===== src/verilog/rv_consts.svh =====
`ifndef RV_CONSTS_SVH
`define RV_CONSTS_SVH

// Fetch address after reset
`define RV_RESET_PC     64'h8000_0000
// addi x0, x0, 0
`define RV_NOP          32'h0000_0013

// Major opcodes
`define RV_OPC_LUI      7'b0110111
`define RV_OPC_AUIPC    7'b0010111
`define RV_OPC_OPIMM    7'b0010011
`define RV_OPC_OP       7'b0110011
`define RV_OPC_JAL      7'b1101111
`define RV_OPC_JALR     7'b1100111
`define RV_OPC_BRANCH   7'b1100011
`define RV_OPC_LOAD     7'b0000011
`define RV_OPC_STORE    7'b0100011

// funct3 codes
`define RV_F3_ADD       3'b000
`define RV_F3_SLL       3'b001
`define RV_F3_SLT       3'b010
`define RV_F3_JALR      3'b000
`define RV_F3_BEQ       3'b000
`define RV_F3_W         3'b010
`define RV_F3_WU        3'b110

// funct7 codes for register-register ops
`define RV_F7_BASE      7'b0000000
`define RV_F7_SUB       7'b0100000

// Integer register count
`define RV_NREGS        32

`endif


===== src/verilog/rv_pkg.sv =====
`default_nettype none

package rv_pkg;

    // One register or address value
    typedef logic [63:0] xlen_t;

    // Raw instruction word
    typedef logic [31:0] instr_t;

    // Register number, x0 to x31
    typedef logic [4:0] reg_idx_t;

    // Decoded operations
    // Anything unrecognized maps to OP_NOP
    typedef enum logic [3:0] {
        OP_NOP,
        OP_LUI,
        OP_AUIPC,
        OP_ADDI,
        OP_SLLI,
        OP_ADD,
        OP_SUB,
        OP_SLT,
        OP_JAL,
        OP_JALR,
        OP_BEQ,
        OP_LW,
        OP_LWU,
        OP_SW
    } op_e;

    // Control states of the result stage
    // FLUSH drops the shadow instruction after a taken jump
    // LOAD_WAIT takes read data and drops the refetched word
    typedef enum logic [1:0] {
        ST_RUN,
        ST_FLUSH,
        ST_LOAD_WAIT
    } ctrl_state_e;

endpackage

`default_nettype wire


===== src/verilog/rv_regfile.sv =====
`timescale 1ns/1ps
`default_nettype none

`include "rv_consts.svh"

module rv_regfile import rv_pkg::*; (
    input  wire      clk,
    input  wire      reset,
    input  reg_idx_t rs1_i,
    input  reg_idx_t rs2_i,
    output xlen_t    rs1_data_o,
    output xlen_t    rs2_data_o,
    input  wire      we_i,
    input  reg_idx_t rd_i,
    input  xlen_t    rd_data_i
);

    xlen_t regs_q [`RV_NREGS];

    // Whole file clears on reset
    always_ff @(posedge clk or negedge reset) begin
        if (!reset) begin
            for (int i = 0; i < `RV_NREGS; i++) begin
                regs_q[i] <= '0;
            end
        end else begin
            // x0 never takes a write
            if (we_i && rd_i != '0) begin
                regs_q[rd_i] <= rd_data_i;
            end
        end
    end

    // Combinational reads
    // x0 forced to zero on both ports
    assign rs1_data_o = (rs1_i == '0) ? '0 : regs_q[rs1_i];
    assign rs2_data_o = (rs2_i == '0) ? '0 : regs_q[rs2_i];

endmodule

`default_nettype wire


===== config.mk =====
export PLATFORM = sky130hd
export DESIGN_NAME = rv_regfile
export DESIGN_NICKNAME = d
export VERILOG_FILES = /design/src/verilog/rv_pkg.sv /design/src/verilog/rv_regfile.sv
export VERILOG_INCLUDE_DIRS = /design/src /design/src/verilog
export SDC_FILE = /design/constraint.sdc
export NUM_CORES = 2
export LEC_CHECK = 0
export BUFFER_PORTS_ARGS = -buffer_cell sky130_fd_sc_hd__buf_2
export CAP_MARGIN = 25
export CELL_PAD_IN_SITES_DETAIL_PLACEMENT = 1
export CELL_PAD_IN_SITES_GLOBAL_PLACEMENT = 1
export CORE_ASPECT_RATIO = 1.2
export CORE_MARGIN = 5
export CORE_UTILIZATION = 30
export DETAILED_ROUTE_END_ITERATION = 10
export GPL_TIMING_DRIVEN = 1
export HOLD_SLACK_MARGIN = 0.03
export PLACE_DENSITY_LB_ADDON = 0.05
export SETUP_SLACK_MARGIN = 0.15
export SLEW_MARGIN = 20
export SYNTH_ARGS = -nofsm -noshare
export SYNTH_HDL_FRONTEND = slang
export SYNTH_SLANG_ARGS = --single-unit

===== constraint.sdc =====
create_clock -name clk -period 3 [get_ports clk]
set_input_delay 0.45 -clock clk [delete_from_list [all_inputs] [get_ports clk]]
set_output_delay 0.45 -clock clk [all_outputs]
set_load 0.01 [all_outputs]

# Word level (Yosys, flattened, before mapping)
# Index checks and enable logic that the tools add are counted.
[classes] n_addsub=0 mul=0 div=0 n_lt_le_gt_ge=4 eq_ne=0 shifts=0 mux=11 n_bitwise=3 reduce_logical=5
[op_table] op="2048-bit bitwise mux" n=1
[op_table] op="64-bit binary-select mux with 5-bit select" n=2
[op_table] op="64-bit 2-to-1 mux" n=7
[op_table] op="64-bit demux with 5-bit select" n=1
[op_table] op="6-bit greater-or-equal comparator, second input constant" n=3
[op_table] op="5-bit inverter with 6-bit output" n=3
[op_table] op="5-bit zero test" n=2
[op_table] op="6-bit by 1-bit less-than comparator with 1-bit output, second input constant" n=1
[op_table] op="5-bit nonzero test" n=1
[op_table] op="1-bit logical AND" n=2
[word_totals] ff_bits=2048 latch_bits=0 ramBits=0 rom_bits=0 input_bits=82 wordCells=55 n_memories=0

# Logic depth before layout (Yosys ltp)
[logic_depth] depth_word=6 depth_mapped=10 depth_no_buf=4

# Worst setup path after synthesis
# Ideal clock, no wire load.
[synth_path] kind="input -> output" start="input port rs2_i[0]" end="output port rs2_data_o[14]" arrival_ns=2.227 t_required_ns=2.550 slack_ns=0.323 cell_stages=8 n_path_buf=4 path_cell_list="buf_2 > buf_6 > buf_2 > buf_2 > mux4_2 > mux2i_1 > o22ai_1 > a31o_2"
[synth_via] elab_chain_len=5 elab_cells_between_ends=6 classes_between="4 x mux; 1 x bitwise; 1 x reduce/logical"
[synth_rtl] item="from (decl)" line_no="rv_regfile.sv:10" text="input reg_idx_t rs2_i,"
[synth_rtl] item="5-bit inverter with 6-bit output (implied by the code)" line_no="rv_regfile.sv:37" text="assign rs2_data_o = (rs2_i == '0) ? '0 : regs_q[rs2_i];"
[synth_rtl] item="64-bit binary-select mux with 5-bit select" line_no="rv_regfile.sv:37"
[synth_rtl] item="64-bit 2-to-1 mux (implied by the code) (2 in a row)" line_no="rv_regfile.sv:37"
[synth_rtl] item="64-bit 2-to-1 mux (*)" line_no="rv_regfile.sv:37"
[synth_rtl] item="to (decl)" line_no="rv_regfile.sv:12" text="output xlen_t rs2_data_o,"
# Mark *: on every way between the ends. The rest lies on a longest branch, timed or not. The select of a mux whose other input is x is not followed.

# Worst setup path in the final report
[layout_path] start="register regs_q[74] (netlist bit)" end="output port rs1_data_o[10]"
[layout_via] elab_chain_len=4
[layout_rtl] item="from (decl)" line_no="rv_regfile.sv:18" text="xlen_t regs_q [`RV_NREGS];"
[layout_rtl] item="from (signal, indexed assignment)" line_no="rv_regfile.sv:29" text="regs_q[rd_i] <= rd_data_i;"
[layout_rtl] item="64-bit binary-select mux with 5-bit select" line_no="rv_regfile.sv:36" text="assign rs1_data_o = (rs1_i == '0) ? '0 : regs_q[rs1_i];"
[layout_rtl] item="64-bit 2-to-1 mux (implied by the code) (2 in a row)" line_no="rv_regfile.sv:36"
[layout_rtl] item="64-bit 2-to-1 mux" line_no="rv_regfile.sv:36"
[layout_rtl] item="to (decl)" line_no="rv_regfile.sv:11" text="output xlen_t rs1_data_o,"
# Every way passes these cells. The select of a mux whose other input is x is not followed.

==> summary.md <==
| Metric | Value |
|---|---|
| Status | `finished with violations` |
| Failing checks | `negative setup slack` |
| CP required | `2.55 ns` |
| Reg-to-Reg End | `regs_q[18]` |
| Final Routed Wirelength | `435 mm` |
| R2R setup slack | `1.98 ns` |
| Pwr per Cell Area | `669 mW/mm^2` |
| Max IR drop VDD | `0.000390 V` |
| Area growth, synth to finish | `22.1%` |
| Max-cap viol count | `0` |
| CP Capture Type | `output port` |
| Layout cells sized above 1 | `61.0%` |
| Residual DRC count | `0` |
| Placed insts | `11,700` |
| Main flop type after synthesis | `dfrtp_1` |
| Net count, final | `7,452` |
| Via density | `5.52` |
| Post-DR wirelength/cell | `35.3 um` |
| Chip width | `559 um` |
| Root buf cell | `clkbuf_16` |
| Gate Count Post-Synth | `6,963` |
| Worst-path clk slew | `0.06 ns` |
| FILL cells | `35,900` |
| Syn_nets | `7,045` |
| Crit Path Max Fanout | `3` |
| Final Core Density | `36.8%` |
| Final cell count without fillers | `12,300` |
| Worst flop-to-flop path startpoint | `regs_q[18]` |
| Worst hold path class | `in2async` |
| CTS H-Tree Depth | `5` |
| Worst Tran Pin Value | `1.04 ns` |
| Core Region | `0.359 mm^2` |
| Largest cells by area after synthesis | `dfrtp_1, mux2_2, mux4_2` |
| Worst Setup SP | `regs_q[74]` |
| Final Power | `88.6 mW` |
| Ys async rst share | `100%` |
| Count leader, synth | `dfrtp_1` |
| First-pass GRT wire length | `619 mm` |
| Count of final hold-check violations | `0` |
| Post-Syn Area | `0.108 mm^2` |
| CTS tree | `yes` |
| Tot GR Track Use | `23.2%` |
| Slew Limit Fails | `0` |
| Clock Path Buffers | `4` |
| Final worst slack | `-0.232 ns` |
| Fin crit period | `3.23 ns` |
| Routed Antenna Nets | `0` |
| Vias in the first global route | `75,600` |
| Initial Utilization | `30.2%` |
| Crit Path Class | `reg2out` |
| Netlist cell types | `48` |
| Final Wtd Congestion | `0.760` |
| Max-slew headroom | `30.2%` |
| Clock insertion delay at the later pin of the skew report | `0.90 ns` |
| Setup crit end | `rs1_data_o[10]` |
| Final setup viols | `43` |
| Die area | `0.374 mm^2` |
| Num CTS Buffers | `263` |
| Avg Inst Size Synth | `15.6 um^2` |
| Final Skew | `0 ns` |
| Synth area leader | `dfrtp_1` |
| Crit path DAT | `2.78 ns` |
| Sink Count | `2,048` |
| Fraction of the yosys area taken by sequential cells | `47.3%` |
| Grt total ovfl | `0` |
| I/O Pins | `210` |
| R2R depth | `3` |
| Hold_ws | `0.100 ns` |
| Post-synth EDFFs | `0` |
| # rows | `241` |
| Flops & latches, synth | `2,048` |
| DRT Pass-1 Iters | `5` |
| Maximum number of pins on one net before global-route repair | `105` |
| Synth top area share | `47.3%` |
| Largest regs | `regs_q (2048)` |
| Antenna violations before repair | `45` |
| Final period util | `108%` |
| Starting DRT DRC Count | `3,385` |
| RSZ-0062 raised after global routing | `true` |
| PortBufs | `209` |
| Synthesis Warnings | `0` |
| Max FFs per register | `2,048` |
| Die Y | `669 um` |
| Final HPWL DP | `278 mm` |
| Most flops, register | `regs_q` |
| Commonest cells in the netlist | `dfrtp_1, mux2_2, mux4_2` |
| Leakage power figure | `56.9 nW` |
| Element type at the critical path start | `flop` |
| Fmax | `0.309 GHz` |
| Vias | `68,000` |
## how the worst min path moves through the flow
stage / cells past startpoint / end / slack (ns) / startpoint
finish: 2 / regs_q[1998] / 0.10 / reset
global route: 2 / regs_q[1358] / 0.08 / reset
CTS: 2 / regs_q[1358] / 0.04 / reset
detailed placement: 1 / regs_q[773] / 0.36 / reset
global placement: 1 / regs_q[773] / 0.36 / reset
floorplan: 0 / regs_q[0] / 0.15 / reset
## cell usage in the layout (no fill, tap or decap), drive strengths merged, types with 39 or more instances in the layout
cell type,instances
clkbuf,415
o22ai,182
mux2i,520
dfrtp,2048
mux2,2022
or2,74
buf,942
mux4,968
nand2,40
nor2b,39
## per-layer routing
metal  vias up  share of wire (%)  global-route usage, %
met4        14                2.2                   4.84
met2      1139                 50                   39.6
met1     38500                 45                   31.9
met5         -              0.020                      0
li1      27800                  -                      -
met3       474                3.3                   2.54
## power by group
| group | internal [mW] | total (mW) | switching [mW] |
|---|---|---|---|
| Combinational | 11.8 | 19.5 | 7.78 |
| Sequential | 32.9 | 36.9 | 4.02 |
| Clock | 19.1 | 32.1 | 13.0 |
## cells by family after synthesis
kind of cell           Yosys count  synth area share, %
AND/OR/NAND/NOR                270                 1.41
multiplexers                  3510                 45.9
buffers and inverters          807                 3.28
AO/OA/AOI/OAI                  328                 2.14
flip-flops                    2048                 47.3
## critical path, stage by stage (launching register included)
cell and delay (ns):
dfrtp_1 0.40, mux4_2 0.47, mux4_2 0.55, mux2_4 0.33, buf_6 0.13
## what timing repair did
action,in CTS,in global routing
endpoints found under the setup margin,128,128
setup buffers,62,27
gates resized for setup,338,107
hold buffers,2,0
pin swaps,152,55
cloned,3,2
hold endpoints to repair,510,0
## final cells by class
cell class                      instances  area (um^2)  share of cell area, %
Tap cell                             4738         5930                   4.48
Sequential cell                      2048        51200                   38.7
Clock buffer                          412         8060                   6.08
Clock inverter                         51          518                  0.391
Timing Repair Buffer                  949        11000                   8.33
Antenna cell                           10         25.0                 0.0189
Multi-Input combinational cell       4108        55600                   42.0
## per-stage QoR
step | worst slack (ns) | instance area (um^2) | TNS, ns
2_1_floorplan | 0.323 | 108000 | 0
3_3_place_gp | -0.495 | 121000 | -6.99
3_5_place_dp | -0.462 | 121000 | -6.24
4_1_cts | -0.353 | 132000 | -12.01
5_1_grt | -0.304 | 132000 | -11.64
6_report | -0.232 | 132000 | -3.85
Note: power is estimated with default switching activity, not from simulation.
