==> config.mk <==
export PLATFORM = sky130hd
export DESIGN_NAME = rv_result
export DESIGN_NICKNAME = d
export VERILOG_FILES = /design/src/verilog/rv_pkg.sv /design/src/verilog/rv_result.sv
export VERILOG_INCLUDE_DIRS = /design/src /design/src/verilog
export SDC_FILE = /design/constraint.sdc
export NUM_CORES = 1
export LEC_CHECK = 0
export BUFFER_PORTS_ARGS = -buffer_cell sky130_fd_sc_hd__buf_4
export CAP_MARGIN = 20
export CORE_AREA = 4 4 230 232
export DETAILED_ROUTE_END_ITERATION = 10
export DIE_AREA = 0 0 234 236
export GPL_ROUTABILITY_DRIVEN = 0
export SYNTH_ARGS = -nofsm -noshare
export SYNTH_HDL_FRONTEND = slang
export SYNTH_SLANG_ARGS = --single-unit
==> constraint.sdc <==
create_clock -name clk -period 11.36 [get_ports clk]
set_input_delay 0.568 -clock clk [delete_from_list [all_inputs] [get_ports clk]]
set_output_delay 0.568 -clock clk [all_outputs]
set_load 0.03 [all_outputs]
==> src/verilog/rv_consts.svh <==
`ifndef RV_CONSTS_SVH
`define RV_CONSTS_SVH

// Fetch address after reset
`define RV_RESET_PC     64'h8000_0000
// addi x0, x0, 0
`define RV_NOP          32'h0000_0013

// Major opcodes
`define RV_OPC_LUI      7'b0110111
`define RV_OPC_AUIPC    7'b0010111
`define RV_OPC_OPIMM    7'b0010011
`define RV_OPC_OP       7'b0110011
`define RV_OPC_JAL      7'b1101111
`define RV_OPC_JALR     7'b1100111
`define RV_OPC_BRANCH   7'b1100011
`define RV_OPC_LOAD     7'b0000011
`define RV_OPC_STORE    7'b0100011

// funct3 codes
`define RV_F3_ADD       3'b000
`define RV_F3_SLL       3'b001
`define RV_F3_SLT       3'b010
`define RV_F3_JALR      3'b000
`define RV_F3_BEQ       3'b000
`define RV_F3_W         3'b010
`define RV_F3_WU        3'b110

// funct7 codes for register-register ops
`define RV_F7_BASE      7'b0000000
`define RV_F7_SUB       7'b0100000

// Integer register count
`define RV_NREGS        32

`endif

==> src/verilog/rv_pkg.sv <==
`default_nettype none

package rv_pkg;

    // One register or address value
    typedef logic [63:0] xlen_t;

    // Raw instruction word
    typedef logic [31:0] instr_t;

    // Register number, x0 to x31
    typedef logic [4:0] reg_idx_t;

    // Decoded operations
    // Anything unrecognized maps to OP_NOP
    typedef enum logic [3:0] {
        OP_NOP,
        OP_LUI,
        OP_AUIPC,
        OP_ADDI,
        OP_SLLI,
        OP_ADD,
        OP_SUB,
        OP_SLT,
        OP_JAL,
        OP_JALR,
        OP_BEQ,
        OP_LW,
        OP_LWU,
        OP_SW
    } op_e;

    // Control states of the result stage
    // FLUSH drops the shadow instruction after a taken jump
    // LOAD_WAIT takes read data and drops the refetched word
    typedef enum logic [1:0] {
        ST_RUN,
        ST_FLUSH,
        ST_LOAD_WAIT
    } ctrl_state_e;

endpackage

`default_nettype wire

==> src/verilog/rv_result.sv <==
`timescale 1ns/1ps
`default_nettype none

`include "rv_consts.svh"

module rv_result import rv_pkg::*; (
    input  wire      clk,
    input  wire      reset,
    input  op_e      op_i,
    input  reg_idx_t rd_i,
    input  xlen_t    alu_i,
    input  xlen_t    target_i,
    input  xlen_t    mem_addr_i,
    input  xlen_t    store_data_i,
    input  wire      taken_i,
    input  xlen_t    bus_rdata_i,
    output xlen_t    pc_o,
    output logic     rf_we_o,
    output reg_idx_t rf_rd_o,
    output xlen_t    rf_data_o,
    output xlen_t    bus_addr_o,
    output xlen_t    bus_wdata_o,
    output logic     bus_we_o,
    output logic     bus_re_o
);

    ctrl_state_e state_q;
    ctrl_state_e state_d;
    xlen_t       pc_q;
    xlen_t       pc_d;
    reg_idx_t    load_rd_q;
    logic        load_signed_q;
    logic        run;
    logic        is_load;
    logic        is_store;
    logic        writes_rd;
    xlen_t       load_data;

    // Only ST_RUN executes the word in the instruction register
    assign run       = (state_q == ST_RUN);
    assign is_load   = (op_i == OP_LW) || (op_i == OP_LWU);
    assign is_store  = (op_i == OP_SW);
    assign writes_rd = op_i inside {OP_LUI, OP_AUIPC, OP_ADDI, OP_SLLI, OP_ADD,
                                    OP_SUB, OP_SLT, OP_JAL, OP_JALR};

    // Next state and next pc
    always_comb begin
        state_d = ST_RUN;
        pc_d    = pc_q + 64'd4;
        if (run && is_load) begin
            // Refetch the follower after the read
            state_d = ST_LOAD_WAIT;
            pc_d    = pc_q;
        end else if (run && taken_i) begin
            state_d = ST_FLUSH;
            pc_d    = target_i;
        end
    end

    always_ff @(posedge clk or negedge reset) begin
        if (!reset) begin
            state_q  <= ST_RUN;
            pc_q     <= `RV_RESET_PC;
            bus_we_o <= 1'b0;
            bus_re_o <= 1'b0;
        end else begin
            state_q  <= state_d;
            pc_q     <= pc_d;
            // One-cycle strobes in E+1
            bus_we_o <= run && is_store;
            bus_re_o <= run && is_load;
        end
    end

    // Bus payload and the load's destination
    always_ff @(posedge clk) begin
        if (run && (is_load || is_store)) begin
            bus_addr_o <= mem_addr_i;
        end
        if (run && is_store) begin
            bus_wdata_o <= store_data_i;
        end
        if (run && is_load) begin
            load_rd_q     <= rd_i;
            load_signed_q <= (op_i == OP_LW);
        end
    end

    // Word from the bus, lw sign-extends and lwu zero-extends
    assign load_data = load_signed_q ? {{32{bus_rdata_i[31]}}, bus_rdata_i[31:0]}
                                     : {32'b0, bus_rdata_i[31:0]};

    // Writeback port
    always_comb begin
        rf_we_o   = 1'b0;
        rf_rd_o   = rd_i;
        rf_data_o = alu_i;
        case (state_q)
            ST_RUN: rf_we_o = writes_rd;
            ST_LOAD_WAIT: begin
                // Read data returns this cycle
                rf_we_o   = 1'b1;
                rf_rd_o   = load_rd_q;
                rf_data_o = load_data;
            end
            // Shadow slot writes nothing
            default: rf_we_o = 1'b0;
        endcase
    end

    assign pc_o = pc_q;

endmodule

`default_nettype wire
; ---- Yosys cells after proc, flatten, opt, wreduce, memory -nomap -nowiden
; Index checks and enable logic that the tools add are counted.
[word_totals]
regBits = 202
elab_cells = 37
input_bits = 332
out_inout_bits = 264
[op_classes]
n_eq_ne = 13
add_sub_neg = 1
reduce_logical = 8
mux = 7
[ops]
columns = operator, count
row1 = $mux W64, 3
row2 = $add A64 B3 Y64 const B, 1
row3 = $eq A4 B4 Y1 const B, 5
row4 = $eq A4 B3 Y1 const B, 4
row5 = $reduce_bool A9 Y1, 1
row6 = $eq A4 B2 Y1 const B, 2
row7 = $mux W5, 1
row8 = $eq A4 B1 Y1 const B, 1
row9 = $logic_and A1 B1 Y1, 4
row10 = $eq A2 B2 Y1 const B, 1
row11 = $logic_not A2 Y1, 1
row12 = $logic_or A1 B1 Y1, 2
row13 = $mux W2, 1
row14 = $pmux W1 S2, 1
row15 = $mux W1, 1

; ---- Depth between registers and ports, before layout
[logic_depth]
depth_word = 4
ltp_mapped = 8
ltp_nobuf = 6

; ---- Worst setup path before layout
; OpenSTA, ideal clock, no wires.
[synth_path]
path_type = input to register
startpoint = input op_i[1]
endpoint = register bus_addr_o[0] (enable)
path_stages = 3
t_arrival_ns = 8.347
required_time_ns = 10.966
n_path_buf = 0
slack_ns = 2.619
setup_time_ns = 0.394
cell_sequence = nand2b_1 > nor4_1 > or2_2
[synth_via]
elab_chain_len = 4
elab_cells_between_ends = 6
cone_classes = eq/ne (3) / reduce/logical (3)
[synth_lines]
columns = element, line
row1 = from (decl), rv_result.sv:9  ; input op_e op_i,
row2 = $eq A4 B4 Y1, rv_result.sv:41  ; assign is_load = (op_i == OP_LW) || (op_i == OP_LWU);
row3 = $logic_or A1 B1 Y1, rv_result.sv:41
row4 = $logic_or A1 B1 Y1 (*), rv_result.sv:77  ; if (run && (is_load || is_store)) begin
row5 = $logic_and A1 B1 Y1 (*), rv_result.sv:77
row6 = to (signal assigned), rv_result.sv:78  ; bus_addr_o <= mem_addr_i;
row7 = to (decl), rv_result.sv:21  ; output xlen_t bus_addr_o,
; Every way passes the cells marked *; elsewhere a longest branch is shown, timed or not.
; A chain may end at the register's enable or synchronous reset.

==> results_dict.tcl <==
set metrics [dict create \
    p_seq_frac 0.399 \
    skew_ps 19.75 \
    syn_inst 933 \
    area_growth_pct 61.93 \
    synth_top_area_share 0.4239 \
    htreeDepth 1 \
    setup_viol 0 \
    fin_util 0.3015 \
    synthTopCellsByCount "nand2_1, edfxtp_1, dfrtp_1, nand3_1, a21oi_1" \
    violations "negative hold slack" \
    switchingPower_uw 821.9 \
    grt_pass1_vias 9327 \
    hold_viol_final 5 \
    drtIter0Drc 763 \
    fin_tns_setup_ps 0 \
    fmax_mhz 304.9 \
    layout.area.seq_mm2 0.005702 \
    clock_latency_ps 530 \
    switching_share 0.3390 \
    vias 10140 \
    drive_gt1_frac 0.4274 \
    drc 0 \
    multiInputGateArea_mm2 0.003553 \
    io_pins 596 \
    min_path_type "in2async" \
    fp.dieW_um 234 \
    post_cts_buffers 0 \
    grt_pass1_wl_um 63790 \
    rsz0062_at_grt "no" \
    cp.arrival_ps 3430 \
    clockBufferDepth 3 \
    report.final.slew_viol_count 0 \
    synthMostInstantiatedCell "nand2_1" \
    status "finished, violations left" \
    yosys_warnings 0 \
    die_area_mm2 0.05522 \
    critPathKind "reg2reg" \
    ant_nets 0 \
    crit_slowest_cell "buf_4" \
    clkTransAtPathRegs_ps 60 \
    tightest_slew_ps 1146 \
    via_per_inst 4.624 \
    clock-sinks 201 \
    syn_area_mm2 0.009493 \
    use_met2 0.2628 \
    leakage_nw 6.729 \
    use_met3 0.04891 \
    yosys.area.top_type "edfxtp_1" \
    max_stage_delay_ps 680 \
    synth_ff_type "edfxtp_1" \
    met1_usage 0.1764 \
    irDropWorstVdd_uv 99.52 \
    cts_buffers 25 \
    synth-edff-count 134 \
    grt_usage 0.1524 \
    cts_tree "yes" \
    maxCapViolations 0 \
    powerDensity_mw_per_mm2 157.7 \
    fp-row-count 83 \
    yosysUniqueCellTypes 65 \
    avgSynthCellArea_um2 10.17 \
    total_power_mw 2.424 \
    totalWireLength_um 46470 \
    nFillCells 5263 \
    grt_busiest_layer "met2" \
    ys_ff_latch 201 \
    cts_root_buffer "clkbuf_16" \
    seq_area_frac_synth 0.6006 \
    io_buffers 563 \
    synth_fp_nets 1266 \
    antenna_found_initial 15 \
    cp-end-kind "flip-flop" \
    start_kind "flip-flop" \
    async_flop_share 0.3333 \
    dpl.hpwl_um 36330 \
    fin_crit_ps 3280 \
    p_clk_frac 0.333 \
    ctsHoldBuffers 0 \
    grt_max_degree 111 \
    core_mm2 0.05099 \
    cpMostUsedCell "buf_4" \
    p_int_mw 1.603 \
    hold_ws_ps -9.761 \
    nets 1816 \
    cts_resized 0 \
    synthTopCellsByArea "edfxtp_1, dfrtp_1, nand2_1, nand3_1, nand4_1" \
    start_util 0.1862 \
    wl_per_cell_um 21.20 \
    critPathMaxFanout 78 \
    path_cells "nor2_1 -> o211ai_1 -> buf_4 -> inv_2 -> buf_4 -> or2_2 -> buf_4" \
    gr-total-overflow 0 \
    dr.pass1.iters 5 \
    p_comb_frac 0.268 \
    crit_required_ps 11510 \
    die_y_um 236 \
    maxSlewHeadroom 0.2358 \
    fin_crit_sh 0.2887 \
]
## area by class of cell
class                      count  area share
inverter                      11    0.002686
antenna                       10    0.001628
clock inverter                13    0.009767
clock buffer                  33     0.04460
tap                          680     0.05535
sequential                   201      0.3709
multi-input combinational    667      0.2312
timing repair buffer         577      0.2839
## logic make-up (layout without fill, tap and decap cells)
kind of cell	Yosys count	in the layout	share of synthesized area
other	0	10	0
and+or+nand+nor	508	508	0.2616
DFF	201	201	0.6006
AOI/OAI and AO/OA	153	153	0.1040
adders and majority gates	1	1	0.001318
muxes	5	5	0.005404
buffers and inverters	65	634	0.02702
## power by group through the flow
| stage | registers, mW | clock network (mW) | logic [mW] |
|---|---|---|---|
| 2_1_floorplan | 1.07 | 0 | 0.238 |
| 3_3_place_gp | 0.973 | 0 | 0.644 |
| 3_5_place_dp | 0.977 | 0 | 0.650 |
| 4_1_cts | 0.963 | 0.832 | 0.652 |
| 5_1_grt | 0.975 | 0.865 | 0.696 |
| 6_report | 0.966 | 0.807 | 0.651 |
## routing by layer
| layer | vias up | part of all wire |
|---|---|---|
| met2 | 598 | 0.50 |
| met3 | 81 | 0.11 |
| met4 | 4 | 0.032 |
| li1 | 4577 | - |
| met5 | - | 0.00058 |
| met1 | 4875 | 0.36 |
## state kept, by name, indices dropped and copies added (netlist names)
register       cells
bus_addr_o        64
bus_wdata_o       64
pc_o              64
load_rd_q          5
bus_re_o           1
bus_we_o           1
load_signed_q      1
state_q            1
## per-stage QoR
step | hold WS [ps] | worst slack (ps) | area (µm²) | std cells
after CTS | 170.6 | 7717 | 15290 | 2179
after global routing | 2.317 | 7865 | 15370 | 2191
after floorplan | 272.4 | 2619 | 9493 | 933
after global placement | 472.4 | 7849 | 14460 | 2133
final | -9.761 | 8080 | 15370 | 2192
after detailed placement | 468.9 | 7849 | 14460 | 2133
## worst paths after layout
kind | to | cells past startpoint | slack, ps | from
min in group clk | bus_wdata_o[39] | 1 | 210 | store_data_i[39]
setup reg to reg | bus_addr_o[57] | 7 | 8080 | bus_re_o
setup / recovery | bus_addr_o[57] | 7 | 8080 | bus_re_o
hold / removal | pc_o[13] | 1 | -10 | reset
max in group asynchronous | pc_o[31] | 2 | 10720 | reset
hold reg to reg | pc_o[0] | 2 | 480 | pc_o[0]
## layout by cell type (no fill, tap or decap), types with 25 or more instances in the layout
cell type    n
nor2_1      41
dfrtp_1     66
nand4_1     43
clkbuf_16   25
buf_4      574
edfxtp_1   134
nand2_1    248
nand3_1     59
a21oi_1     51
o21ai_0     25
## worst max-delay path, delay by kind of cell (launching register included)
family,cells,cell delay (ps)
and+or+nand+nor,2,390
buffers and inverters,4,1670
DFF,1,510
AOI/OAI and AO/OA,1,130
Note: power is estimated with default switching activity, not from simulation.
