File: config.mk
export PLATFORM = sky130hd
export DESIGN_NAME = rv_decode
export DESIGN_NICKNAME = d
export VERILOG_FILES = /design/src/verilog/rv_pkg.sv /design/src/verilog/rv_decode.sv
export VERILOG_INCLUDE_DIRS = /design/src /design/src/verilog
export SDC_FILE = /design/constraint.sdc
export NUM_CORES = 1
export LEC_CHECK = 0
export BUFFER_PORTS_ARGS = -buffer_cell sky130_fd_sc_hd__buf_2
export CORE_MARGIN = 5
export CORE_UTILIZATION = 30
export CTS_CLUSTER_SIZE = 40
export DETAILED_ROUTE_END_ITERATION = 7
export GPL_ROUTABILITY_DRIVEN = 0
export GPL_TIMING_DRIVEN = 0
export RECOVER_POWER = 50
export SLEW_MARGIN = 10
export SYNTH_ARGS = -nofsm -noshare
export SYNTH_HDL_FRONTEND = slang
export SYNTH_SLANG_ARGS = --single-unit
File: constraint.sdc
create_clock -name clk -period 7 [get_ports clk]
set_input_delay 1.4 -clock clk [delete_from_list [all_inputs] [get_ports clk]]
set_output_delay 1.4 -clock clk [all_outputs]
set_load 0.005 [all_outputs]
File: src/verilog/rv_consts.svh
`ifndef RV_CONSTS_SVH
`define RV_CONSTS_SVH

// Fetch address after reset
`define RV_RESET_PC     64'h8000_0000
// addi x0, x0, 0
`define RV_NOP          32'h0000_0013

// Major opcodes
`define RV_OPC_LUI      7'b0110111
`define RV_OPC_AUIPC    7'b0010111
`define RV_OPC_OPIMM    7'b0010011
`define RV_OPC_OP       7'b0110011
`define RV_OPC_JAL      7'b1101111
`define RV_OPC_JALR     7'b1100111
`define RV_OPC_BRANCH   7'b1100011
`define RV_OPC_LOAD     7'b0000011
`define RV_OPC_STORE    7'b0100011

// funct3 codes
`define RV_F3_ADD       3'b000
`define RV_F3_SLL       3'b001
`define RV_F3_SLT       3'b010
`define RV_F3_JALR      3'b000
`define RV_F3_BEQ       3'b000
`define RV_F3_W         3'b010
`define RV_F3_WU        3'b110

// funct7 codes for register-register ops
`define RV_F7_BASE      7'b0000000
`define RV_F7_SUB       7'b0100000

// Integer register count
`define RV_NREGS        32

`endif

File: src/verilog/rv_pkg.sv
`default_nettype none

package rv_pkg;

    // One register or address value
    typedef logic [63:0] xlen_t;

    // Raw instruction word
    typedef logic [31:0] instr_t;

    // Register number, x0 to x31
    typedef logic [4:0] reg_idx_t;

    // Decoded operations
    // Anything unrecognized maps to OP_NOP
    typedef enum logic [3:0] {
        OP_NOP,
        OP_LUI,
        OP_AUIPC,
        OP_ADDI,
        OP_SLLI,
        OP_ADD,
        OP_SUB,
        OP_SLT,
        OP_JAL,
        OP_JALR,
        OP_BEQ,
        OP_LW,
        OP_LWU,
        OP_SW
    } op_e;

    // Control states of the result stage
    // FLUSH drops the shadow instruction after a taken jump
    // LOAD_WAIT takes read data and drops the refetched word
    typedef enum logic [1:0] {
        ST_RUN,
        ST_FLUSH,
        ST_LOAD_WAIT
    } ctrl_state_e;

endpackage

`default_nettype wire

File: src/verilog/rv_decode.sv
`timescale 1ns/1ps
`default_nettype none

`include "rv_consts.svh"

module rv_decode import rv_pkg::*; (
    input  wire      clk,
    input  wire      reset,
    input  instr_t   instr_i,
    input  xlen_t    pc_i,
    output op_e      op_o,
    output reg_idx_t rd_o,
    output reg_idx_t rs1_o,
    output reg_idx_t rs2_o,
    output xlen_t    imm_o,
    output xlen_t    ipc_o
);

    instr_t     ir_q;
    xlen_t      ipc_q;
    logic [6:0] opcode;
    logic [2:0] funct3;
    logic [6:0] funct7;

    // Instruction register, comes up as a no-op
    always_ff @(posedge clk or negedge reset) begin
        if (!reset) begin
            ir_q <= `RV_NOP;
        end else begin
            ir_q <= instr_i;
        end
    end

    // Address the word was fetched from
    always_ff @(posedge clk) begin
        ipc_q <= pc_i;
    end

    assign opcode = ir_q[6:0];
    assign funct3 = ir_q[14:12];
    assign funct7 = ir_q[31:25];

    // Register fields at fixed positions
    assign rd_o  = ir_q[11:7];
    assign rs1_o = ir_q[19:15];
    assign rs2_o = ir_q[24:20];
    assign ipc_o = ipc_q;

    // Operation decode
    always_comb begin
        op_o = OP_NOP;
        case (opcode)
            `RV_OPC_LUI:   op_o = OP_LUI;
            `RV_OPC_AUIPC: op_o = OP_AUIPC;
            `RV_OPC_OPIMM: begin
                if (funct3 == `RV_F3_ADD) op_o = OP_ADDI;
                // RV64 shamt is 6 bits, upper funct field is 6 zeros
                if (funct3 == `RV_F3_SLL && ir_q[31:26] == 6'b0) op_o = OP_SLLI;
            end
            `RV_OPC_OP: begin
                if (funct3 == `RV_F3_ADD && funct7 == `RV_F7_BASE) op_o = OP_ADD;
                if (funct3 == `RV_F3_ADD && funct7 == `RV_F7_SUB) op_o = OP_SUB;
                if (funct3 == `RV_F3_SLT && funct7 == `RV_F7_BASE) op_o = OP_SLT;
            end
            `RV_OPC_JAL:   op_o = OP_JAL;
            `RV_OPC_JALR:  if (funct3 == `RV_F3_JALR) op_o = OP_JALR;
            `RV_OPC_BRANCH: if (funct3 == `RV_F3_BEQ) op_o = OP_BEQ;
            `RV_OPC_LOAD: begin
                if (funct3 == `RV_F3_W) op_o = OP_LW;
                if (funct3 == `RV_F3_WU) op_o = OP_LWU;
            end
            `RV_OPC_STORE: if (funct3 == `RV_F3_W) op_o = OP_SW;
            default:       op_o = OP_NOP;
        endcase
    end

    // Immediate per format, all sign-extended from bit 31
    always_comb begin
        case (op_o)
            OP_LUI, OP_AUIPC:
                imm_o = {{32{ir_q[31]}}, ir_q[31:12], 12'b0};
            OP_ADDI, OP_JALR, OP_LW, OP_LWU:
                imm_o = {{52{ir_q[31]}}, ir_q[31:20]};
            // Shift amount only
            OP_SLLI:
                imm_o = {58'b0, ir_q[25:20]};
            OP_SW:
                imm_o = {{52{ir_q[31]}}, ir_q[31:25], ir_q[11:7]};
            OP_JAL:
                imm_o = {{44{ir_q[31]}}, ir_q[19:12], ir_q[20], ir_q[30:21], 1'b0};
            OP_BEQ:
                imm_o = {{52{ir_q[31]}}, ir_q[7], ir_q[30:25], ir_q[11:8], 1'b0};
            default:
                imm_o = '0;
        endcase
    end

endmodule

`default_nettype wire

### Yosys cells after proc, flatten, opt, wreduce, memory -nomap -nowiden

Index checks and enable logic that the tools add are counted.

* bits in registers: 96
* bits of input ports: 98
* output and inout bits: 147
* word-level logic and storage cells: 46

* equal/unequal tests: 23
* reductions and logical operators: 9
* multiplexer cells: 12

Operator list (count)
* case mux 64 bit (6 select lines): 1
* case mux 4 bit (9 select lines): 1
* 2-to-1 mux 4 bit: 8
* equality test 7 x 6 -> 1 bit, second input constant: 4
* equality test 4 bit, second input constant: 6
* equality test 7 bit, second input constant: 3
* equality test 7 x 5 -> 1 bit, second input constant: 2
* equality test 4 x 2 -> 1 bit, second input constant: 2
* equality test 7 x 2 -> 1 bit, second input constant: 1
* zero test 7 bit: 1
* zero test 6 bit: 1
* equality test 4 x 1 -> 1 bit, second input constant: 1
* equality test 4 x 3 -> 1 bit, second input constant: 1
* logical AND 1 bit: 4
* OR reduction 4 bit: 1
* equality test 3 x 1 -> 1 bit, second input constant: 1
* equality test 3 x 2 -> 1 bit, second input constant: 1
* equality test 3 bit, second input constant: 1
* zero test 3 bit: 1
* 2-to-1 mux 3 bit: 1
* 2-to-1 mux 2 bit: 1
* OR reduction 2 bit: 1

### Longest topological paths before layout

Gate-level depths: netlist of run 1.

* depth in word-level cells: 9
* depth in mapped cells: 8
* depth with buffers taken out: 5

### Worst setup path after synthesis of run 1

Ideal clock, no wire load.

* path kind: register to output
* start point: register ir_q[4]
* end point: output port imm_o[32]
* cell stages (with the launch flop): 8
* setup slack: 2.314 ns
* required time: 5.600 ns
* path buffers: 3
* arrival: 3.286 ns
* path through: dfstp_2 > buf_4 > or3b_4 > a2111oi_4 > nor4_4 > buf_6 > a21oi_1 > buf_4

* cells in the longest elaborated chain, start to end: 5
* elaborated cells on any way between the ends: 23
* those cells by class: 19 x eq/ne; 2 x mux; 2 x reduce/logical

Ends and longest elaborated chain
* from (decl): RTL line rv_decode.sv:19 `instr_t ir_q;`
* from (signal assigned): RTL line rv_decode.sv:28 `` ir_q <= `RV_NOP; ``
* from (signal assigned): RTL line rv_decode.sv:30 `ir_q <= instr_i;`
* equality test 7 x 6 -> 1 bit, or another cell as far along: RTL line rv_decode.sv:52 `case (opcode)`
* case mux 4 bit (9 select lines) *: RTL line rv_decode.sv:52
* equality test 4 x 2 -> 1 bit, or another cell as far along: RTL line rv_decode.sv:79 `case (op_o)`
* OR reduction 4 bit / OR reduction 2 bit (equally long branches): RTL line rv_decode.sv:79
* case mux 64 bit (6 select lines) *: RTL line rv_decode.sv:79
* to (decl): RTL line rv_decode.sv:15 `output xlen_t imm_o,`

Mark *: on every way between the ends. The rest lies on a longest branch, timed or not.

### Worst setup path in the final report of run 1

* start point: register ir_q[4]
* end point: output port imm_o[51]

Same word-level chain as after synthesis.

==> results of run 1 <==
## worst max-delay path by stage
| stage | slack, ns | startpoint | cells past startpoint | to |
|---|---|---|---|---|
| global route | 2.14 | ir_q[4] | 9 | imm_o[51] |
| global placement | 1.80 | ir_q[4] | 8 | imm_o[40] |
| finish | 2.24 | ir_q[4] | 9 | imm_o[51] |
| floorplan | 2.31 | ir_q[4] | 7 | imm_o[32] |
| CTS | 2.25 | ir_q[4] | 9 | imm_o[51] |
| detailed placement | 2.69 | ir_q[4] | 9 | imm_o[51] |
## layout by cell type, fill, tap and decap left out, drive strengths merged, types with 2 or more instances in the layout
cell / n
buf: 295
dfxtp: 64
dfrtp: 29
clkbuf: 19
nand2: 13
a31o: 12
o21ai: 10
nor2: 9
a21oi: 8
inv: 6
and2b: 5
nand3: 4
nor3: 4
a22o: 4
nor4: 4
nor4b: 4
nand4: 3
dfstp: 3
nand2b: 2
o21bai: 2
xor2: 2
o21a: 2
or3: 2
clkinv: 2
## routing by layer
layer,vias to the layer above,routed length (um),track usage [%]
li1,1389,-,-
met1,1329,3688,16.18
met2,164,5626,27.62
met3,20,1587,9.034
met4,8,209,6.497
met5,-,66,0
## synthesized netlist by cell type, types with 2 or more instances
cell type	instances	area share, %
sky130_fd_sc_hd__dfxtp_1	64	38
sky130_fd_sc_hd__buf_4	49	11
sky130_fd_sc_hd__dfrtp_1	29	22
sky130_fd_sc_hd__nand2_1	13	1.5
sky130_fd_sc_hd__a31o_1	11	2.9
sky130_fd_sc_hd__o21ai_0	9	1.3
sky130_fd_sc_hd__nor2_1	8	0.89
sky130_fd_sc_hd__a21oi_1	7	1.0
sky130_fd_sc_hd__buf_6	6	2.0
sky130_fd_sc_hd__and2b_2	5	1.3
sky130_fd_sc_hd__a22o_2	4	1.2
sky130_fd_sc_hd__nand3_1	4	0.60
sky130_fd_sc_hd__nor3_1	4	0.60
sky130_fd_sc_hd__buf_2	3	0.45
sky130_fd_sc_hd__dfstp_2	3	2.3
sky130_fd_sc_hd__inv_1	3	0.34
sky130_fd_sc_hd__nand4_1	3	0.56
sky130_fd_sc_hd__nor4_1	3	0.56
sky130_fd_sc_hd__nor4b_1	3	0.78
sky130_fd_sc_hd__nand2b_1	2	0.37
sky130_fd_sc_hd__o21a_1	2	0.45
sky130_fd_sc_hd__o21bai_1	2	0.45
sky130_fd_sc_hd__xor2_1	2	0.52
## where the power goes
group	switching [W]	internal, W	total [W]
clock network	0.000200	0.000166	0.000366
logic	0.0000424	0.0000553	0.0000978
registers	0.0000133	0.000578	0.000592
total	0.000256	0.000799	0.00106
## sequential cells by signal, indices dropped and copies added, names as in the netlist
name / cells
ipc_o: 64
ir_q: 32
## logic make-up after synthesis
kind of cell,synth area share (%)
buffers and inverters,13.74
AO/OA/AOI/OAI,10.95
flip-flops,62.09
XOR/XNOR,0.7823
AND/OR/NAND/NOR,12.44
## through the flow
step	util (%)	total power [W]
floorplan	-	0.0006360
global placement	43.68	0.0007019
detailed placement	43.82	0.0007040
CTS	45.70	0.001074
global route	45.61	0.001111
finish	45.61	0.001055
## layout make-up
class	count	share of cell area [%]
clock inverter	5	0.8566
multi-input combinational	112	16.43
timing repair buffer	245	24.62
clock buffer	11	3.275
inverter	3	0.2268
tap	140	3.527
buffer	58	9.070
sequential	96	42.00
==> results, run 1 <==
- The run finished, with violations left.
- The checks that failed: max-capacitance violations, max-slew violations.
- The signed area change from the synthesized netlist to the final layout is 47.82%.
- The number of search-and-repair iterations in the first detailed-routing pass is 4.
- The region available for standard cell placement spans 10890 um2.
- The number of levels in the clock H-tree is 3.
- The transition at the pin with the smallest max-transition slack is 1.777 ns.
- The register bit total from synthesis is 96.
- The number of clock sinks is 96.
- Setup slack on the critical path of the routed design comes to 2.240 ns.
- Wires add up to 11180 um.
- The clock tree from TritonCTS is built.
- The post-route minimum period is 4.760 ns.
- The post-synthesis sequential area ratio is 62.09%.
- The number of cells produced by synthesis is 269.
- For this configuration, the core starts out at a cell density of 30.85%.
- The total CTS buffers is 9.
- Of all nets on the critical path, the largest fanout is 26.
- The signal on the critical path passes through buf_4, nor4b_1, nand3_1, o221a_1, o21ai_1, a21oi_2, buf_6, buf_4, buf_2.
- The number of gates resized after CTS was 0.
- The vertical extent of the die is 115.8 um.
- For hold timing, the worst endpoint is ir_q[1].
- For this run the aggregate overflow at the end of global routing stands at 0.
- The clock-pin slew on the worst setup and hold paths is 0.10 ns.
- The worst hold margin is 1.111 ns.
- The filler cells instantiated in the layout total 1053.
- The initial antenna violation count came to 4.
- The I/O pin count is 245.
- The count of pins over their slew limit is 33.
- The kind of critical path is register to output pin.
- In this design, the critical path's most frequently occurring cell is sky130_fd_sc_hd__buf_4.
- The die boundary width is 115.8 um.
- Dividing the detail-routed via count by the number of cells gives 4.343.
- The area of combinational cells with multiple inputs is 815.8 um2.
- The final layout contains 623 nets.
- VDD sags by at most 0.1760 mV.
- Across the run, the number of max-cap violations was 1.
- The number of stages on the worst hold path is 1.
- Setup violations remaining at the end of the flow were counted as 0.
- The maximum number of buffers from clock root to sink is 2.
- Based on the critical path, the design can be clocked at up to 0.2101 GHz.
- The post-route cell area is 4966 um2.
- After detailed routing, the average wire length per cell comes to 16.68 um.
- The flip-flop cell with the highest count after synthesis is sky130_fd_sc_hd__dfxtp_1.
- The global-route usage over all layers is 16.10%.
- The number of flops mapped to enable cells by yosys is 0.
- Of the cells placed in the final design, the portion with a size suffix greater than 1 is 63.58%.
- The total power per unit cell area is 212.5 nW/um2.
- The post-detailed-route count of antenna-violating nets is 0.
- Synthesis produced a netlist with a net count of 367.
- Measured against its own limit, the worst slew margin works out to -18.44%.
- The DRC violation total after the first TritonRoute iteration is 124.
- The number of core rows is 38.
- The first global-routing pass estimated 15970 um of wire.
- The portion of the clock cycle consumed by the worst path in the final layout is 67.99%.
- The setup total negative slack is 0 ns.
- The count of cells in the finished layout, fillers not included, comes to 670.
- After detailed routing, the number of remaining DRC violations is 0.
- The synthesized netlist occupies a cell area of 3359 um2.
- Entering global routing, the biggest net connects 33 pins.
- Setup repair after global routing left no endpoint under its margin.
- The analysis attributes to cell leakage a power of 2.686 nW.
- The longest individual stage delay on the worst path is 0.67 ns.
- The post-placement cell area is 4771 um2.
- Across the whole layout, storage elements account for 2086 um2.
- The number of warnings reported in the yosys synthesis log is 0.
- The post-synthesis average cell area is 12.49 um2.
- The clock root buffer master is sky130_fd_sc_hd__clkbuf_8.
- The share of synthesized flip-flops with an asynchronous set or reset is 33.33%.
- The worst setup path is captured at an output pin.
- The number of cells after detailed placement is 654.
- The count of hold buffers inserted by post-cts repair is 0.
- The startpoint identified for the worst hold timing path is instr_i[1].
- The number of buffers inserted by port buffering is 244.
- Counting both buffers and inverters, the worst setup path holds a total of 4.
- The highest-delay cell along the critical path is sky130_fd_sc_hd__nor4b_1.
- The class of the tightest hold or removal check is primary input to register.
- The die covers 13410 um2.
- For the worst setup path, the data required time is 5.60 ns.
- The number of antenna cells inserted is 0.
- The number of distinct library cells after synthesis is 53.
- On the critical path the largest part of the delay comes from compound AO/OA/AOI/OAI gates.
- The signal arrival time at the worst endpoint is 3.36 ns.
- The pre-CTS setup slack is 2.685 ns.
- The via count of the first global-routing pass is 2976.
- After clock tree synthesis, the setup repair step added 0 buffers.
- The number of hold-slack violations in the final timing report is 0.
- Detailed placement finished with a half-perimeter wire length of 9069 um.
- The startpoint kind of the worst setup timing path is a register.
- The number of vias after detailed routing is 2910.
(Power assumes the default switching activity.)
==> run 2: changes to the inputs <==
Clock period 7 ns to 3.9 ns, I/O delays scaled along.
==> results, run 2 (same netlist as run 1, synthesis figures left out) <==
- The total CTS buffers is 9 (unchanged).
- The global-route wire length before repair was 16950 um (+6.2%).
- The static leakage was 2.700 nW (+0.51%).
- The number of core rows is 38 (unchanged).
- The DRC violation total after the first TritonRoute iteration is 88 (-29%).
- The pin count of the biggest net entering global routing is 33 (unchanged).
- Leaving out fill and tap cells, the most frequent cell in the layout is sky130_fd_sc_hd__buf_2.
- The final layout net count was 625 (+0.32%).
- The worst hold margin is 0.5006 ns (-0.6106 ns).
- The post-route DRC violation count is 0 (unchanged).
- The highest-delay cell along the critical path is sky130_fd_sc_hd__nor4_4.
- The max-cap violation count is 1 (unchanged).
- The start point of the critical path is ir_q[4].
- The fill cell total of the finished layout came to 1069 (+1.5%).
- The initial antenna violation count is 4 (unchanged).
- The transition at the pin with the smallest max-transition slack was 1.796 ns (+0.01969 ns).
- The fraction of final layout cells sized beyond drive strength 1 is 63.91% (+0.32 points).
- The number of vias after detailed routing is 2928 (+0.62%).
- The net switching share of the total power is 24.64% (+0.38 points).
- The startpoint kind of the worst setup timing path is a register.
- The number of cells after detailed placement was 653 (-0.15%).
- The post-layout worst setup margin came to 0.2315 ns (-2.009 ns).
- The area of combinational cells with multiple inputs is 849.6 um2 (+4.1%).
- The signed area change from the synthesized netlist to the final layout is 49.80%.
- The setup-violating endpoint count in the final report is 0 (unchanged).
- The via count of the first global-routing pass came to 3066 (+3.0%).
- The portion of the clock cycle consumed by the worst path in the final layout is 94.06%.
- The clock-pin slew on the worst setup and hold paths came to 0.10 ns (about the same).
- The class of the tightest hold or removal check is primary input to register.
- In this run the worst setup path terminates at imm_o[51].
- The critical path goes through buf_4, nor2b_2, and4_4, buf_6, nor4_4, buf_6, a21oi_4, buf_12, buf_4, buf_2.
- The highest metal layer carrying signal wires in the routed design is met5.
- The count of non-filler cells in the finished layout came to 673 (+0.45%).
- The global-route usage over all layers is 17.18% (+1.1 points).
- The number of buffers inserted by port buffering is 244 (unchanged).
- Based on the critical path, the design can be clocked at up to 0.2726 GHz.
- The count of pins over their slew limit is 33 (unchanged).
- The worst setup path is of the register to output pin kind.
- The flow ran to the end, but the final reports show violations.
- The number of levels in the clock H-tree came to 3 (unchanged).
- The detail-routed via count per cell is 4.351 (+0.17%).
- The number of stages on the worst setup path is 10 (+1).
- The power after layout was 0.001909 W (+81%).
- The clock tree from TritonCTS is built.
- The post-detailed-route count of antenna-violating nets is 0 (unchanged).
- The footprint of the flip-flops and latches is 2086 um2 (unchanged).
- The longest individual stage delay on the worst path is 0.71 ns (+0.04 ns).
- The core area was 10890 um2 (unchanged).
- The met2 wire length is 5946 um (+5.7%).
- The number of stages on the worst hold path is 1 (unchanged).
- The required time reported for the critical path endpoint was 3.12 ns (-2.48 ns).
- The total buffers and inverters traversed by the critical path is 6 (+2).
- The post-route minimum period is 3.668 ns.
- The switching power summed over all nets came to 0.0004704 W (+84%).
- The worst voltage drop across the vdd grid is 0.2796 mV (+59%).
- The total power per unit cell area is 379.3 nW/um2 (+78%).
- The worst setup path is captured at an output pin.
- The wire length on met1 was 3856 um (+4.6%).
- The sequential share of power is 55.6% (-0.5 points).
- The post-detailed-routing wire length is 11690 um (+4.6%).
- The design internal power is 0.001439 W (+80%).
- The clock root buffer master is sky130_fd_sc_hd__clkbuf_8.
- The final reports fail on max-capacitance violations, max-slew violations.
- The initial core utilization is 30.85% (unchanged).
- The HPWL after detailed placement is 9338 um (+3.0%).
- The global-route congestion overflow total is 0 (unchanged).
- The die boundary width was 115.8 um (unchanged).
- The I/O pin count is 245 (unchanged).
- The pre-CTS setup slack is -0.1955 ns (-2.881 ns).
- The routed length on met3 is 1645 um (+3.7%).
- The signal arrival time at the worst endpoint is 2.89 ns (-0.47 ns).
- The die area is 13410 um2 (unchanged).
- The part of the power in the clock network was 35.0% (+0.3 points).
- The number of clock sinks is 96 (unchanged).
- Setup repair after global routing left no endpoint under its margin.
- The logic gate share of total power is 9.4% (about the same).
- The maximum number of buffers from clock root to sink is 2 (unchanged).
- The per-cell routed wire length is 17.37 um (+4.1%).
- The top fanout value on the critical path is 17 (-35%).
- The number of hold-slack violations in the final timing report is 0 (unchanged).
- The count of hold buffers inserted by post-cts repair is 0 (unchanged).
- The flip-flop count of the largest register, all copies and words added was 64 (unchanged).
- The relative slew slack is -19.75% (-1.3 points).
- The vertical extent of the die was 115.8 um (unchanged).
- The category of cells accounting for the largest share of critical-path delay is buffers and inverters.
- The number of search-and-repair iterations in the first detailed-routing pass is 4 (unchanged).
- The top cell types in the final layout, fill and taps aside, are 238 x sky130_fd_sc_hd__buf_2, 64 x sky130_fd_sc_hd__dfxtp_1, 49 x sky130_fd_sc_hd__buf_4.
run 2: how the worst min path moves through the flow:
stage | to | slack [ns] | from
after floorplan | ir_q[10] | 0.48 | reset
after global placement | ipc_o[11] | 0.88 | pc_i[11]
after CTS | ir_q[5] | 0.47 | reset
after global routing | ipc_o[43] | 0.47 | pc_i[43]
final | ir_q[0] | 0.50 | instr_i[0]
after detailed placement | ipc_o[59] | 0.88 | pc_i[59]
run 2: what timing repair did:
| item | in CTS | in global routing |
|---|---|---|
| pin swaps | 1 | 2 |
| endpoints found under the setup margin | 33 | 32 |
| cloned | 1 | 0 |
| setup buffers | 0 | 2 |
| resized for setup | 4 | 0 |
run 2: cell type report:
cell class / instances / share of cell area (%)
multi-input combinational: 113 / 16.88
buffer: 58 / 8.951
clock inverter: 5 / 0.8951
inverter: 3 / 0.2238
clock buffer: 11 / 3.232
timing repair buffer: 246 / 24.84
antenna: 1 / 0.04973
tap: 140 / 3.481
sequential: 96 / 41.45
run 2: power by group through the flow:
stage	registers, W	logic [W]	clock network (W)
final	0.00106	0.000180	0.000667
after global routing	0.00107	0.000200	0.000736
after CTS	0.00106	0.000184	0.000690
after floorplan	0.00108	0.0000571	0
after global placement	0.00108	0.000179	0
after detailed placement	0.00108	0.000182	0
run 2: layer usage:
| metal | up-vias | GRT usage, % |
|---|---|---|
| li1 | 1396 | - |
| met1 | 1351 | 17.20 |
| met2 | 160 | 29.69 |
| met3 | 17 | 9.661 |
| met4 | 4 | 6.651 |
| met5 | - | 0 |
run 2: through the flow:
step,utilization (%),instance area (um2),setup TNS (ns)
after floorplan,-,3363,0
after global placement,43.71,4760,-3.030
after detailed placement,43.71,4760,-6.082
after CTS,45.93,5001,0
after global routing,46.22,5032,0
final,46.22,5032,0
==> run 3: changes to the inputs <==
Settings changed: PLACE_DENSITY_LB_ADDON set to 0.15.
==> results, run 3 (same netlist as run 1, synthesis figures left out) <==
- The run finished, with violations left.
- The checks that failed: max-capacitance violations, max-slew violations.
- The max-cap violation count is 1 (unchanged).
- The post-route cell area was 5039 um2 (+0.12%).
- The number of buffers inserted by port buffering was 244 (unchanged).
- The clock-pin slew on the worst setup and hold paths is 0.09 ns (about the same).
- The post-layout worst setup margin was 0.2717 ns (+0.04020 ns).
- The portion of the clock cycle consumed by the worst path in the final layout is 93.03% (-1.0 points).
- The number of cells after detailed placement was 653 (unchanged).
- The number of core rows came to 38 (unchanged).
- The static leakage is 2.701 nW (about the same).
- The transition at the pin with the smallest max-transition slack is 1.780 ns (-0.01605 ns).
- The initial core utilization is 30.85% (unchanged).
- The per-cell routed wire length is 16.48 um (-5.1%).
- The kind of critical path is register to output pin.
- The post-route DRC violation count is 0 (unchanged).
- The vertical extent of the die is 115.8 um (unchanged).
- The via count of the first global-routing pass is 3046 (-0.65%).
- The DRC violation total after the first TritonRoute iteration came to 106 (+20%).
- The initial antenna violation count is 0 (-4).
- The signed area change from the synthesized netlist to the final layout is 49.98%.
- The number of vias after detailed routing is 2913 (-0.51%).
- The setup total negative slack is 0 ns (unchanged).
- The relative slew slack is -18.68% (+1.1 points).
- Setup repair after global routing left no endpoint under its margin.
- The post-placement cell area is 4760 um2 (unchanged).
- The final layout net count was 625 (unchanged).
- The total CTS buffers came to 9 (unchanged).
- The post-route minimum period is 3.628 ns (-0.04020 ns).
- TritonCTS built the clock tree.
- The pre-CTS setup slack is -0.1970 ns (-0.001441 ns).
- The post-detailed-route count of antenna-violating nets came to 0 (unchanged).
- The fraction of final layout cells sized beyond drive strength 1 was 63.72% (-0.19 points).
- The footprint of the flip-flops and latches is 2086 um2 (unchanged).
- The area of combinational cells with multiple inputs is 849.6 um2 (unchanged).
- The worst voltage drop across the vdd grid is 0.3067 mV (+9.7%).
- The number of clock sinks is 96 (unchanged).
- The most common cell after layout, fill and taps aside is sky130_fd_sc_hd__buf_2.
- The HPWL after detailed placement is 8852 um (-5.2%).
- The pin count of the biggest net entering global routing is 33 (unchanged).
- The library cells used most frequently in the layout, excluding fill and tap cells, are 239 x sky130_fd_sc_hd__buf_2, 64 x sky130_fd_sc_hd__dfxtp_1, 49 x sky130_fd_sc_hd__buf_4.
- The top fanout value on the critical path is 17 (unchanged).
- The count of non-filler cells in the finished layout came to 673 (unchanged).
- The signal arrival time at the worst endpoint was 2.85 ns (-0.04 ns).
- The maximum number of buffers from clock root to sink is 2 (unchanged).
- The number of levels in the clock H-tree is 3 (unchanged).
- The setup-violating endpoint count in the final report came to 0 (unchanged).
- The total power per unit cell area is 383.6 nW/um2 (+1.1%).
- The flip-flop count of the largest register, all copies and words added is 64 (unchanged).
- The worst setup path is captured at an output pin.
- The post-detailed-routing wire length is 11090 um (-5.1%).
- The detail-routed via count per cell is 4.328 (-0.51%).
- The count of hold buffers inserted by post-cts repair came to 0 (unchanged).
- The top achievable clock speed is 0.2756 GHz (+1.1%).
- The fill cell total of the finished layout came to 1081 (+1.1%).
- The global-route usage over all layers was 16.07% (-1.1 points).
- STA classifies the critical path startpoint as a register.
- The required time reported for the critical path endpoint came to 3.12 ns (about the same).
- The power after layout was 0.001933 W (+1.3%).
- The global-route wire length before repair is 16140 um (-4.8%).
- The die boundary width came to 115.8 um (unchanged).
- The core area was 10890 um2 (unchanged).
- The I/O pin count came to 245 (unchanged).
- The count of pins over their slew limit was 33 (unchanged).
- The number of search-and-repair iterations in the first detailed-routing pass is 6 (+2).
- The root buffer cell chosen for the clock tree is sky130_fd_sc_hd__clkbuf_8.
- The number of hold-slack violations in the final timing report was 0 (unchanged).
- The die area is 13410 um2 (unchanged).
- The class of the tightest hold or removal check is primary input to register.
- The global-route congestion overflow total came to 0 (unchanged).
run 3: cell types whose count changed in the layout (fill, tap and decap cells not counted), sizes merged:
cell	previous run	this run
buf	295	296
bufinv	0	1
clkinv	2	0
run 3: through the flow:
stage | hold slack (ns) | utilization [%]
global route | 0.4664 | 46.25
finish | 0.4964 | 46.28
floorplan | 0.4844 | -
global placement | 0.8821 | 43.71
CTS | 0.4699 | 45.98
detailed placement | 0.8836 | 43.71
run 3: path summary, 6_finish.rpt:
path | slack, ns | depth (start not counted) | to | startpoint
max | 0.27 | 9 | imm_o[41] | ir_q[4]
min | 0.50 | 1 | ir_q[4] | instr_i[4]
max in group asynchronous | 1.99 | 1 | ir_q[8] | reset
min in group asynchronous | 0.87 | 1 | ir_q[3] | reset
run 3: area by class of cell:
class / instances / area share (%)
sequential: 96 / 41.40
timing repair buffer: 246 / 24.83
multi-input combinational: 113 / 16.86
buffer: 58 / 8.940
tap: 140 / 3.477
clock buffer: 12 / 3.104
clock inverter: 4 / 1.117
inverter: 3 / 0.2235
antenna: 1 / 0.04966
run 3: power by group:
part	switching, W	total (W)	internal (W)
registers	0.0000236	0.00106	0.00104
logic	0.0000774	0.000178	0.000101
clock network	0.000350	0.000693	0.000343
run 3: worst max-delay path: stages, from the launching register on:
cell and delay [ns]:
sky130_fd_sc_hd__dfstp_2 0.53, sky130_fd_sc_hd__buf_4 0.16, sky130_fd_sc_hd__or3b_4 0.41, sky130_fd_sc_hd__a2111oi_4 0.50, sky130_fd_sc_hd__nor4_4 0.15, sky130_fd_sc_hd__buf_6 0.21, sky130_fd_sc_hd__a21oi_4 0.15, sky130_fd_sc_hd__buf_12 0.16
sky130_fd_sc_hd__buf_4 0.11, sky130_fd_sc_hd__buf_2 0.10
run 3: what timing repair did:
item                       in CTS  in global routing
setup buffers                   0                  2
hold endpoints to repair        0                  0
setup endpoints to repair      33                 32
gates resized for setup         4                  0
gates cloned                    1                  0
pin swaps                       1                  2
run 3: per-layer routing:
layer,vias to the layer above,wire length [um],track usage (%)
met3,14,1759,9.452
met2,178,5348,26.85
met5,-,0,0
met1,1323,3788,16.55
li1,1398,-,-
met4,0,193,6.342
